## src/rtl/fp_types_pkg.sv

```systemverilog
// binary32 field widths, rounding modes and multiplier stage structs
package fp_types_pkg;

    localparam int EXP_W    = 8;
    localparam int MAN_W    = 23;
    localparam int EXP_BIAS = 127;
    localparam int FP_W     = 1 + EXP_W + MAN_W;

    localparam logic [FP_W-1:0] CANON_NAN = 32'h7FC0_0000;

    // codes 5 to 7 round as rne
    typedef enum logic [2:0] {
        RM_RNE = 3'd0,
        RM_RTZ = 3'd1,
        RM_RDN = 3'd2,
        RM_RUP = 3'd3,
        RM_RMM = 3'd4
    } rnd_mode_e;

    typedef struct packed {
        logic              sign;
        logic signed [9:0] expo;  // biased, below 1 for normalized subnormals
        logic              zero;
        logic              inf;
        logic              snan;
        logic              qnan;
        logic [MAN_W:0]    mant;  // hidden bit on top
    } fp_class_t;

    typedef struct packed {
        logic            valid;
        logic [FP_W-1:0] opa;
        logic [FP_W-1:0] opb;
        logic            neg;
        rnd_mode_e       rm;
    } fp_mul_in_t;

    typedef struct packed {
        logic              valid;
        logic              sign;
        logic signed [9:0] expo;
        logic [MAN_W+1:0]  mant;  // top bit catches the rounding carry
        logic [2:0]        grs;
        rnd_mode_e         rm;
        logic              snan;
        logic              qnan;
        logic              inf;
        logic              zero;
        logic              diff;
        logic              dbz;
    } fp_rnd_in_t;

    typedef struct packed {
        logic            ready;
        logic [FP_W-1:0] result;
        logic [4:0]      flags;  // nv dz of uf nx
    } fp_rnd_out_t;

endpackage

```

## src/rtl/apb_regs_pkg.sv

```systemverilog
// apb request and response structs, register map, opcodes and control states
package apb_regs_pkg;

    typedef struct packed {
        logic        psel;
        logic        penable;
        logic        pwrite;
        logic [4:0]  paddr;
        logic [31:0] pwdata;
    } apb_req_t;

    typedef struct packed {
        logic [31:0] prdata;
        logic        pready;
        logic        pslverr;
    } apb_rsp_t;

    localparam logic [4:0] REG_OPA    = 5'h00;
    localparam logic [4:0] REG_OPB    = 5'h04;
    localparam logic [4:0] REG_CTRL   = 5'h08;
    localparam logic [4:0] REG_RESULT = 5'h0C;  // read only
    localparam logic [4:0] REG_STATUS = 5'h10;  // read only

    localparam int CTRL_OP_BIT    = 0;
    localparam int CTRL_RM_LSB    = 1;
    localparam int CTRL_START_BIT = 8;

    typedef enum logic {OP_FMUL = 1'b0, OP_FNMUL = 1'b1} fpu_op_e;

    typedef enum logic [1:0] {ST_IDLE, ST_WAIT, ST_DONE} ctrl_state_e;

endpackage

```

## src/rtl/fp_unpack.sv

```systemverilog
// operand classifier and field extraction for both multiplier inputs
`timescale 1ns/100ps

module fp_unpack
    import fp_types_pkg::*;
(
    input  fp_mul_in_t req_i,
    output fp_class_t  opa_o,
    output fp_class_t  opb_o
);

    function automatic fp_class_t classify(input logic [FP_W-1:0] op);
        fp_class_t        c;
        logic [EXP_W-1:0] e;
        logic [MAN_W-1:0] f;
        logic [4:0]       lzc;
        e   = op[MAN_W +: EXP_W];
        f   = op[MAN_W-1:0];
        lzc = '0;
        // highest set bit wins
        for (int i = 0; i < MAN_W; i++) begin
            if (f[i]) begin
                lzc = 5'(MAN_W - 1 - i);
            end
        end

        c.sign = op[FP_W-1];
        c.zero = (e == '0) && (f == '0);
        c.inf  = (e == '1) && (f == '0);
        c.snan = (e == '1) && (f != '0) && !f[MAN_W-1];
        c.qnan = (e == '1) && f[MAN_W-1];

        if (e == '0) begin
            // subnormal, bring the leading one up to the hidden bit
            c.mant = {1'b0, f} << (lzc + 5'd1);
            c.expo = -10'(lzc);
        end else begin
            c.mant = {1'b1, f};
            c.expo = {2'b00, e};
        end
        return c;
    endfunction

    assign opa_o = classify(req_i.opa);
    assign opb_o = classify(req_i.opb);

endmodule

```

## src/rtl/fp_mul.sv

```systemverilog
// significand multiplier with exponent sum, normalization and special decode
`timescale 1ns/100ps

module fp_mul
    import fp_types_pkg::*;
(
    input  logic       clk,
    input  logic       rst_n,
    input  fp_mul_in_t req_i,
    input  fp_class_t  opa_i,
    input  fp_class_t  opb_i,
    output fp_rnd_in_t rnd_o
);

    logic [47:0]       prod;
    logic [47:0]       norm;
    logic [47:0]       shifted;
    logic signed [9:0] expo_sum;
    logic signed [9:0] expo_n;
    logic signed [9:0] expo_out;
    logic [9:0]        sh_full;
    logic [5:0]        sh;
    logic              lost;
    fp_rnd_in_t        rnd_d;
    fp_rnd_in_t        rnd_q;
    logic              valid_q;

    assign prod = opa_i.mant * opb_i.mant;

    always_comb begin
        expo_sum = opa_i.expo + opb_i.expo - 10'(EXP_BIAS);

        // product is in [1,4), at most one bit of normalization
        if (prod[47]) begin
            norm   = prod;
            expo_n = expo_sum + 10'sd1;
        end else begin
            norm   = prod << 1;
            expo_n = expo_sum;
        end

        sh_full  = 10'sd1 - expo_n;
        sh       = (sh_full > 10'd48) ? 6'd48 : sh_full[5:0];
        shifted  = norm;
        lost     = 1'b0;
        expo_out = expo_n;
        if (expo_n < 10'sd1) begin
            // tiny, denormalize and keep what falls off as sticky
            shifted  = norm >> sh;
            lost     = |(norm & ~({48{1'b1}} << sh));
            expo_out = '0;
        end

        rnd_d.valid = req_i.valid;
        rnd_d.sign  = opa_i.sign ^ opb_i.sign ^ req_i.neg;
        rnd_d.expo  = expo_out;
        rnd_d.mant  = {1'b0, shifted[47:24]};
        rnd_d.grs   = {shifted[23], shifted[22], (|shifted[21:0]) | lost};
        rnd_d.rm    = req_i.rm;
        // 0 * inf is invalid, reported like an snan
        rnd_d.snan  = opa_i.snan | opb_i.snan | (opa_i.zero & opb_i.inf) |
                      (opa_i.inf & opb_i.zero);
        rnd_d.qnan  = opa_i.qnan | opb_i.qnan;
        rnd_d.inf   = opa_i.inf | opb_i.inf;
        rnd_d.zero  = opa_i.zero | opb_i.zero;
        rnd_d.diff  = 1'b0;  // product zeros always carry the xor sign
        rnd_d.dbz   = 1'b0;
    end

    always_ff @(posedge clk or negedge rst_n) begin
        if (!rst_n) begin
            valid_q <= 1'b0;
        end else begin
            valid_q <= rnd_d.valid;
        end
    end

    always_ff @(posedge clk) begin
        rnd_q <= rnd_d;
    end

    always_comb begin
        rnd_o       = rnd_q;
        rnd_o.valid = valid_q;
    end

endmodule

```

## src/rtl/fp_rnd.sv

```systemverilog
// rounding stage with overflow, underflow, special results and flag packing
`timescale 1ns/100ps

module fp_rnd
    import fp_types_pkg::*;
(
    input  logic        clk,
    input  logic        rst_n,
    input  fp_rnd_in_t  fp_rnd_i,
    output fp_rnd_out_t fp_rnd_o
);

    fp_rnd_in_t        in_q;
    logic              valid_q;
    logic              sign;
    logic signed [9:0] expo;
    logic [MAN_W+1:0]  mant;
    logic              inexact;
    logic              rndup;
    logic              rnddn;
    logic [FP_W-1:0]   result;
    logic [4:0]        flags;

    always_ff @(posedge clk or negedge rst_n) begin
        if (!rst_n) begin
            valid_q <= 1'b0;
        end else begin
            valid_q <= fp_rnd_i.valid;
        end
    end

    always_ff @(posedge clk) begin
        in_q <= fp_rnd_i;
    end

    always_comb begin
        sign    = in_q.sign;
        expo    = in_q.expo;
        inexact = |in_q.grs;
        rndup   = 1'b0;
        rnddn   = 1'b0;

        case (in_q.rm)
            RM_RTZ: rnddn = 1'b1;
            RM_RDN: begin
                if (sign && inexact) begin
                    rndup = 1'b1;
                end else if (!sign && in_q.zero && in_q.diff) begin
                    sign = 1'b1;
                end else if (!sign) begin
                    rnddn = 1'b1;
                end
            end
            RM_RUP: begin
                if (!sign && inexact) begin
                    rndup = 1'b1;
                end else if (sign) begin
                    rnddn = 1'b1;
                end
            end
            RM_RMM: rndup = in_q.grs[2];
            default: rndup = in_q.grs[2] & (in_q.mant[0] | (|in_q.grs[1:0]));
        endcase

        mant = in_q.mant + {{(MAN_W+1){1'b0}}, rndup};

        // subnormal rounding into the smallest normal
        if (rndup && expo == 10'sd0 && mant[MAN_W]) begin
            expo = 10'sd1;
        end
        if (mant[MAN_W+1]) begin  // carry out, renormalize
            mant = mant >> 1;
            expo = expo + 10'sd1;
        end

        // tininess taken before rounding
        flags  = {3'b000, inexact && (in_q.expo == 10'sd0), inexact};
        result = {sign, expo[EXP_W-1:0], mant[MAN_W-1:0]};

        if (expo > 10'sd254) begin
            flags = 5'b00101;
            if (rnddn) begin
                // largest finite magnitude
                result = {sign, {(EXP_W-1){1'b1}}, 1'b0, {MAN_W{1'b1}}};
            end else begin
                result = {sign, {EXP_W{1'b1}}, {MAN_W{1'b0}}};
            end
        end

        if (in_q.snan) begin
            result = CANON_NAN;
            flags  = 5'b10000;
        end else if (in_q.qnan) begin
            result = CANON_NAN;
            flags  = 5'b00000;
        end else if (in_q.dbz) begin
            result = {sign, {EXP_W{1'b1}}, {MAN_W{1'b0}}};
            flags  = 5'b01000;
        end else if (in_q.inf) begin
            result = {sign, {EXP_W{1'b1}}, {MAN_W{1'b0}}};
            flags  = 5'b00000;
        end else if (in_q.zero) begin
            result = {sign, {EXP_W{1'b0}}, {MAN_W{1'b0}}};
            flags  = 5'b00000;
        end
    end

    assign fp_rnd_o.ready  = valid_q;
    assign fp_rnd_o.result = result;
    assign fp_rnd_o.flags  = flags;

endmodule

```

## src/rtl/fpu_ctrl.sv

```systemverilog
// apb register file and control fsm that launches multiplies and captures results
`timescale 1ns/100ps

module fpu_ctrl
    import fp_types_pkg::*;
    import apb_regs_pkg::*;
(
    input  logic        clk,
    input  logic        rst_n,
    input  apb_req_t    apb_req_i,
    output apb_rsp_t    apb_rsp_o,
    output fp_mul_in_t  mul_req_o,
    input  fp_rnd_out_t rnd_rsp_i
);

    ctrl_state_e state_q;
    ctrl_state_e state_d;
    logic [31:0] opa_q;
    logic [31:0] opb_q;
    logic [31:0] result_q;
    logic [4:0]  flags_q;
    fpu_op_e     op_q;
    rnd_mode_e   rm_q;
    logic        go_q;
    logic        launch_q;
    logic        busy;
    logic        done;
    logic        access;
    logic        wr_en;
    logic        rd_en;
    logic        mapped;
    logic        ro_addr;
    logic        start_req;
    logic        start_ok;

    assign access    = apb_req_i.psel & apb_req_i.penable;
    assign wr_en     = access & apb_req_i.pwrite;
    assign rd_en     = access & ~apb_req_i.pwrite;
    assign busy      = (state_q == ST_WAIT);
    assign done      = (state_q == ST_DONE);
    assign mapped    = apb_req_i.paddr inside {REG_OPA, REG_OPB, REG_CTRL, REG_RESULT, REG_STATUS};
    assign ro_addr   = (apb_req_i.paddr == REG_RESULT) || (apb_req_i.paddr == REG_STATUS);
    assign start_req = wr_en && (apb_req_i.paddr == REG_CTRL) && apb_req_i.pwdata[CTRL_START_BIT];
    assign start_ok  = start_req & ~busy;

    always_comb begin
        state_d = state_q;
        case (state_q)
            ST_IDLE: if (start_ok) state_d = ST_WAIT;
            ST_WAIT: if (rnd_rsp_i.ready) state_d = ST_DONE;
            ST_DONE: if (start_ok) state_d = ST_WAIT;
            default: state_d = ST_IDLE;
        endcase
    end

    always_ff @(posedge clk or negedge rst_n) begin
        if (!rst_n) begin
            state_q  <= ST_IDLE;
            opa_q    <= '0;
            opb_q    <= '0;
            op_q     <= OP_FMUL;
            rm_q     <= RM_RNE;
            go_q     <= 1'b0;
            launch_q <= 1'b0;
            result_q <= '0;
            flags_q  <= '0;
        end else begin
            state_q  <= state_d;
            go_q     <= start_ok;
            launch_q <= go_q;  // one cycle after the start write
            if (wr_en && apb_req_i.paddr == REG_OPA) begin
                opa_q <= apb_req_i.pwdata;
            end
            if (wr_en && apb_req_i.paddr == REG_OPB) begin
                opb_q <= apb_req_i.pwdata;
            end
            if (wr_en && apb_req_i.paddr == REG_CTRL && !(start_req && busy)) begin
                op_q <= fpu_op_e'(apb_req_i.pwdata[CTRL_OP_BIT]);
                rm_q <= rnd_mode_e'(apb_req_i.pwdata[CTRL_RM_LSB +: 3]);
            end
            if (busy && rnd_rsp_i.ready) begin
                result_q <= rnd_rsp_i.result;
                flags_q  <= rnd_rsp_i.flags;
            end
        end
    end

    always_comb begin
        apb_rsp_o.prdata  = '0;
        apb_rsp_o.pready  = 1'b1;  // no wait states
        apb_rsp_o.pslverr = access & (~mapped | (wr_en & ro_addr) | (start_req & busy));
        if (rd_en) begin
            case (apb_req_i.paddr)
                REG_OPA:    apb_rsp_o.prdata = opa_q;
                REG_OPB:    apb_rsp_o.prdata = opb_q;
                REG_CTRL:   apb_rsp_o.prdata = {28'b0, rm_q, op_q};
                REG_RESULT: apb_rsp_o.prdata = result_q;
                REG_STATUS: apb_rsp_o.prdata = {25'b0, flags_q, done, busy};
                default:    apb_rsp_o.prdata = '0;
            endcase
        end
    end

    always_comb begin
        mul_req_o.valid = launch_q;
        mul_req_o.opa   = opa_q;
        mul_req_o.opb   = opb_q;
        mul_req_o.neg   = (op_q == OP_FNMUL);
        mul_req_o.rm    = rm_q;
    end

endmodule

```

## src/rtl/fpu_top.sv

```systemverilog
// fpu top level with apb control and the unpack, multiply and round stages
`timescale 1ns/100ps

module fpu_top
    import fp_types_pkg::*;
    import apb_regs_pkg::*;
(
    input  logic     clk,
    input  logic     rst_n,
    input  apb_req_t apb_req_i,
    output apb_rsp_t apb_rsp_o
);

    fp_mul_in_t  mul_req;
    fp_class_t   opa_cls;
    fp_class_t   opb_cls;
    fp_rnd_in_t  rnd_req;
    fp_rnd_out_t rnd_rsp;

    fpu_ctrl fpu_ctrl_inst (
        .clk       (clk),
        .rst_n     (rst_n),
        .apb_req_i (apb_req_i),
        .apb_rsp_o (apb_rsp_o),
        .mul_req_o (mul_req),
        .rnd_rsp_i (rnd_rsp)
    );

    fp_unpack fp_unpack_inst (
        .req_i (mul_req),
        .opa_o (opa_cls),
        .opb_o (opb_cls)
    );

    fp_mul fp_mul_inst (
        .clk   (clk),
        .rst_n (rst_n),
        .req_i (mul_req),
        .opa_i (opa_cls),
        .opb_i (opb_cls),
        .rnd_o (rnd_req)
    );

    fp_rnd fp_rnd_inst (
        .clk      (clk),
        .rst_n    (rst_n),
        .fp_rnd_i (rnd_req),
        .fp_rnd_o (rnd_rsp)
    );

endmodule

```

## config.mk

```make
export PLATFORM = sky130hd
export DESIGN_NAME = fpu_top
export DESIGN_NICKNAME = d
export VERILOG_FILES = /design/src/rtl/fp_types_pkg.sv /design/src/rtl/apb_regs_pkg.sv /design/src/rtl/fp_unpack.sv /design/src/rtl/fp_mul.sv /design/src/rtl/fp_rnd.sv /design/src/rtl/fpu_ctrl.sv /design/src/rtl/fpu_top.sv
export SDC_FILE = /design/constraint.sdc
export NUM_CORES = 2
export LEC_CHECK = 0
export BUFFER_PORTS_ARGS = -buffer_cell sky130_fd_sc_hd__buf_2
export CAP_MARGIN = 20
export CORE_MARGIN = 2
export CORE_UTILIZATION = 60
export CTS_CLUSTER_SIZE = 14
export DETAILED_ROUTE_END_ITERATION = 10
export GPL_ROUTABILITY_DRIVEN = 0
export PLACE_DENSITY_LB_ADDON = 0.08
export SYNTH_ARGS = -nofsm -noshare
export SYNTH_HDL_FRONTEND = slang
export SYNTH_HIERARCHICAL = 1
export SYNTH_SLANG_ARGS = --single-unit
export TNS_END_PERCENT = 5
```

## constraint.sdc

```tcl
create_clock -name clk -period 11.1 [get_ports clk]
set_clock_uncertainty 0.05 [all_clocks]
set_input_delay 2.22 -clock clk [delete_from_list [all_inputs] [get_ports clk]]
set_output_delay 2.22 -clock clk [all_outputs]
set_load 0.02 [all_outputs]
```

==> summary.txt <==
STA
  – Final WS setup: -0.986 ns
  – Setup violators final: 26
  – Final Max Slew Viols: 0
  – Post-layout min period: 12.09 ns
  – Tcrit/Tclk final: 1.09
  – Worst slew pin tran: 1.09 ns
  – Final setup TNS: -15.81 ns
  – Peak Freq: 82.7 MHz
  – RSZ-0062 raised after global routing: yes
  – Endpoints failing hold: 0
  – Relative slew slack: 0.270

Die
  – CORE AREA: 61,900 µm²
  – Die Height: 255 µm
  – Starting Density: 0.609
  – Io pins: 76
  – Die area: 64,900 µm²
  – Core Rows: 91
  – DIE WIDTH: 255 µm

Setup path
  – Worst setup path class: register to register
  – Crit-path max cell delay: 0.55 ns
  – CP required: 11.47 ns
  – Worst Path Arrival: 12.45 ns
  – CP dominant cell by count: fa_1
  – Crit start category: register
  – Crit end category: register
  – Critical-path top delay cell: fa_1
  – R2r setup slk: -0.99 ns
  – CP Max Fanout: 19

CTS
  – CTS tree: built
  – Skew-Pair Late Insertion Delay: 0.51 ns
  – Clock Path Buffers: 3
  – Total CTS buffers: 19
  – CTS clock-pin slew for the worst setup and hold paths: 0.06 ns
  – Root buffer cell: clkbuf_16
  – # hold bufs at CTS: 0
  – TritonCTS sink count: 204
  – H-tree Lvls: 1

Status
  – Outcome: finished with violations
  – Violations in the final reports: negative setup slack

Route
  – Via count: 37,400
  – Drt total wl: 131,000 µm
  – Vias per Instance: 6.16
  – Final antenna-violating net count: 0
  – Drt pass-1 iters: 6
  – Initial drt markers: 4,429
  – Drt wl/cell: 21.6 µm
  – Number of remaining DRC errors: 0

Logic synthesis
  – Number of synthesis warnings: 6
  – Top-area cell type share of the netlist area: 0.256
  – Yosys top cell by area: fa_1
  – Syn Area/Cell: 8.42 µm²
  – Number of synthesized register bits: 204
  – FFs w/ async S/R, synth: 0.544
  – Syn Inst Count: 4,481
  – Top post-synthesis cells by area: fa_1, dfrtp_1, ha_1, inv_1, nand2_1
  – Post-synthesis cell area: 37,700 µm²
  – Cell variety after synth: 124
  – Sequential share of the synthesized area: 0.123
  – Post-synth EDFFs: 0
  – Main synth FF type: dfrtp_1

Place
  – IO Port Bufs: 74
  – Dpl hpwl: 104,000 µm
  – Placed inst area: 45,700 µm²

Layout
  – Number of fill cells in the layout: 4,480
  – # diodes: 0
  – Share of post-route cells with drive strength above 1: 0.281
  – Syn-to-layout area delta: 25.3%
  – Commonest non-fill, non-tap cells in the layout: buf_4, inv_1, nand2_1, fa_1, and2_1
  – Commonest non-fill, non-tap cell in the layout: buf_4
  – Design area: 47,300 µm²
  – Nets: 5,939

Worst hold path
  – Hold Path Class: register to register

GRT
  – First-pass GRT wire length: 206,000 µm
  – Initial antenna violation count: 0
  – Largest net degree at the start of global routing: 66
  – Vias in the first global route: 37,700
  – Total track usage: 0.406
  – Congestion Overflow GR: 0

Flow run
  – Max-Cap Viols: 0
-- routing by layer --
| metal | track usage | vias up | wire length, µm |
|---|---|---|---|
| met5 | 0 | - | 0 |
| met4 | 0.209 | 0 | 8080 |
| met3 | 0.0856 | 561 | 13800 |
| met2 | 0.630 | 2232 | 57800 |
| met1 | 0.538 | 18100 | 51000 |
| li1 | - | 16500 | - |
-- cell usage after synthesis, drive strengths merged (16+ instances only) --
| library cell | number |
|---|---|
| inv | 592 |
| nand2 | 579 |
| fa | 483 |
| and2 | 297 |
| nor2 | 211 |
| ha | 201 |
| a21oi | 197 |
| clkbuf | 187 |
| mux2 | 140 |
| o21ai | 133 |
| dfrtp | 111 |
| mux2i | 105 |
| buf | 96 |
| dfxtp | 93 |
| nand3 | 89 |
| nor3 | 83 |
| xnor2 | 67 |
| a21o | 51 |
| nor4 | 49 |
| a211oi | 48 |
| or2 | 46 |
| nand4 | 43 |
| o211ai | 43 |
| o22ai | 41 |
| xor2 | 36 |
| and3 | 33 |
| a31oi | 23 |
| or3 | 22 |
| nor2b | 20 |
| mux4 | 19 |
| a22oi | 18 |
| nand2b | 18 |
| o21bai | 18 |
| a221oi | 16 |
-- flip-flops by register name, indices dropped and copies added, names as in the netlist --
signal                  cells
fp_rnd_inst/in_q           48
fp_mul_inst/rnd_o          45
fpu_ctrl_inst/opa_q        32
fpu_ctrl_inst/opb_q        32
fpu_ctrl_inst/result_q     32
fpu_ctrl_inst/flags_q       5
fpu_ctrl_inst/rm_q          3
fpu_ctrl_inst/state_q       2
fp_mul_inst/valid_q         1
fp_rnd_inst/valid_q         1
fpu_ctrl_inst/go_q          1
fpu_ctrl_inst/launch_q      1
fpu_ctrl_inst/op_q          1
-- cells by family (layout without fill, tap and decap cells) --
logic type / after synthesis / in the layout / share of synthesized area
compound gates: 812 / 813 / 0.151
flops: 204 / 204 / 0.123
mux: 264 / 264 / 0.0813
simple gates: 1536 / 1536 / 0.204
fa+ha+maj: 684 / 684 / 0.323
xor+xnor: 103 / 103 / 0.0241
buf+inv: 876 / 1615 / 0.0933
other cells: 2 / 5 / 0.000199
-- per-stage QoR --
step           hold WS (ns)  setup slack, ns  std cells   util
2_1_floorplan         0.260           -0.130       4484      -
4_1_cts               0.273           -0.681       6050  0.758
3_5_place_dp          0.262            -1.02       5978  0.737
6_report              0.276           -0.986       6061  0.764
5_1_grt               0.278            -1.32       6061  0.764
3_3_place_gp          0.261           -0.800       5978  0.737
-- repair_timing --
action,in CTS,in global routing
endpoints found under the hold margin,0,0
pin swaps,41,42
cloned,3,0
gates resized for setup,71,55
buffers inserted,37,11
endpoints found under the setup margin,26,32
-- critical path, delay by kind of cell (launching register included) --
kind                       cells  cell delay (ns)
buffers and inverters         12             1.43
muxes                          1             0.28
xor gates and xnor gates       1             0.23
adders and majority gates      9             4.09
DFF                            1             0.41
and+or+nand+nor                7             1.53
AOI/OAI and AO/OA             17             3.93
-- cell type report --
cell class / instances / area [µm²] / area share
flip-flops and latches: 204 / 4640 / 0.0982
clock inverters: 4 / 27.5 / 0.000582
repair buffers: 990 / 7990 / 0.169
clock buffers: 28 / 539 / 0.0114
well taps: 837 / 1050 / 0.0221
inverters: 593 / 2230 / 0.0472
multi-input cells: 3405 / 30800 / 0.651
-- final timing paths --
kind / from / endpoint / cells after the start
setup / recovery: fpu_ctrl_inst/opb_q[2] / fp_mul_inst/rnd_o[9] / 47
hold reg to reg: fp_mul_inst/rnd_o[40] / fp_rnd_inst/in_q[40] / 0
setup reg to reg: fpu_ctrl_inst/opb_q[2] / fp_mul_inst/rnd_o[9] / 47
min in group asynchronous: rst_n / fpu_ctrl_inst/opa_q[13] / 1
max in group asynchronous: rst_n / fpu_ctrl_inst/result_q[23] / 2
hold / removal: fp_mul_inst/rnd_o[40] / fp_rnd_inst/in_q[40] / 0
Power is left out: the tool's default activity adds up to more than one toggle a clock period on the data nets, which glitch-free logic cannot reach.
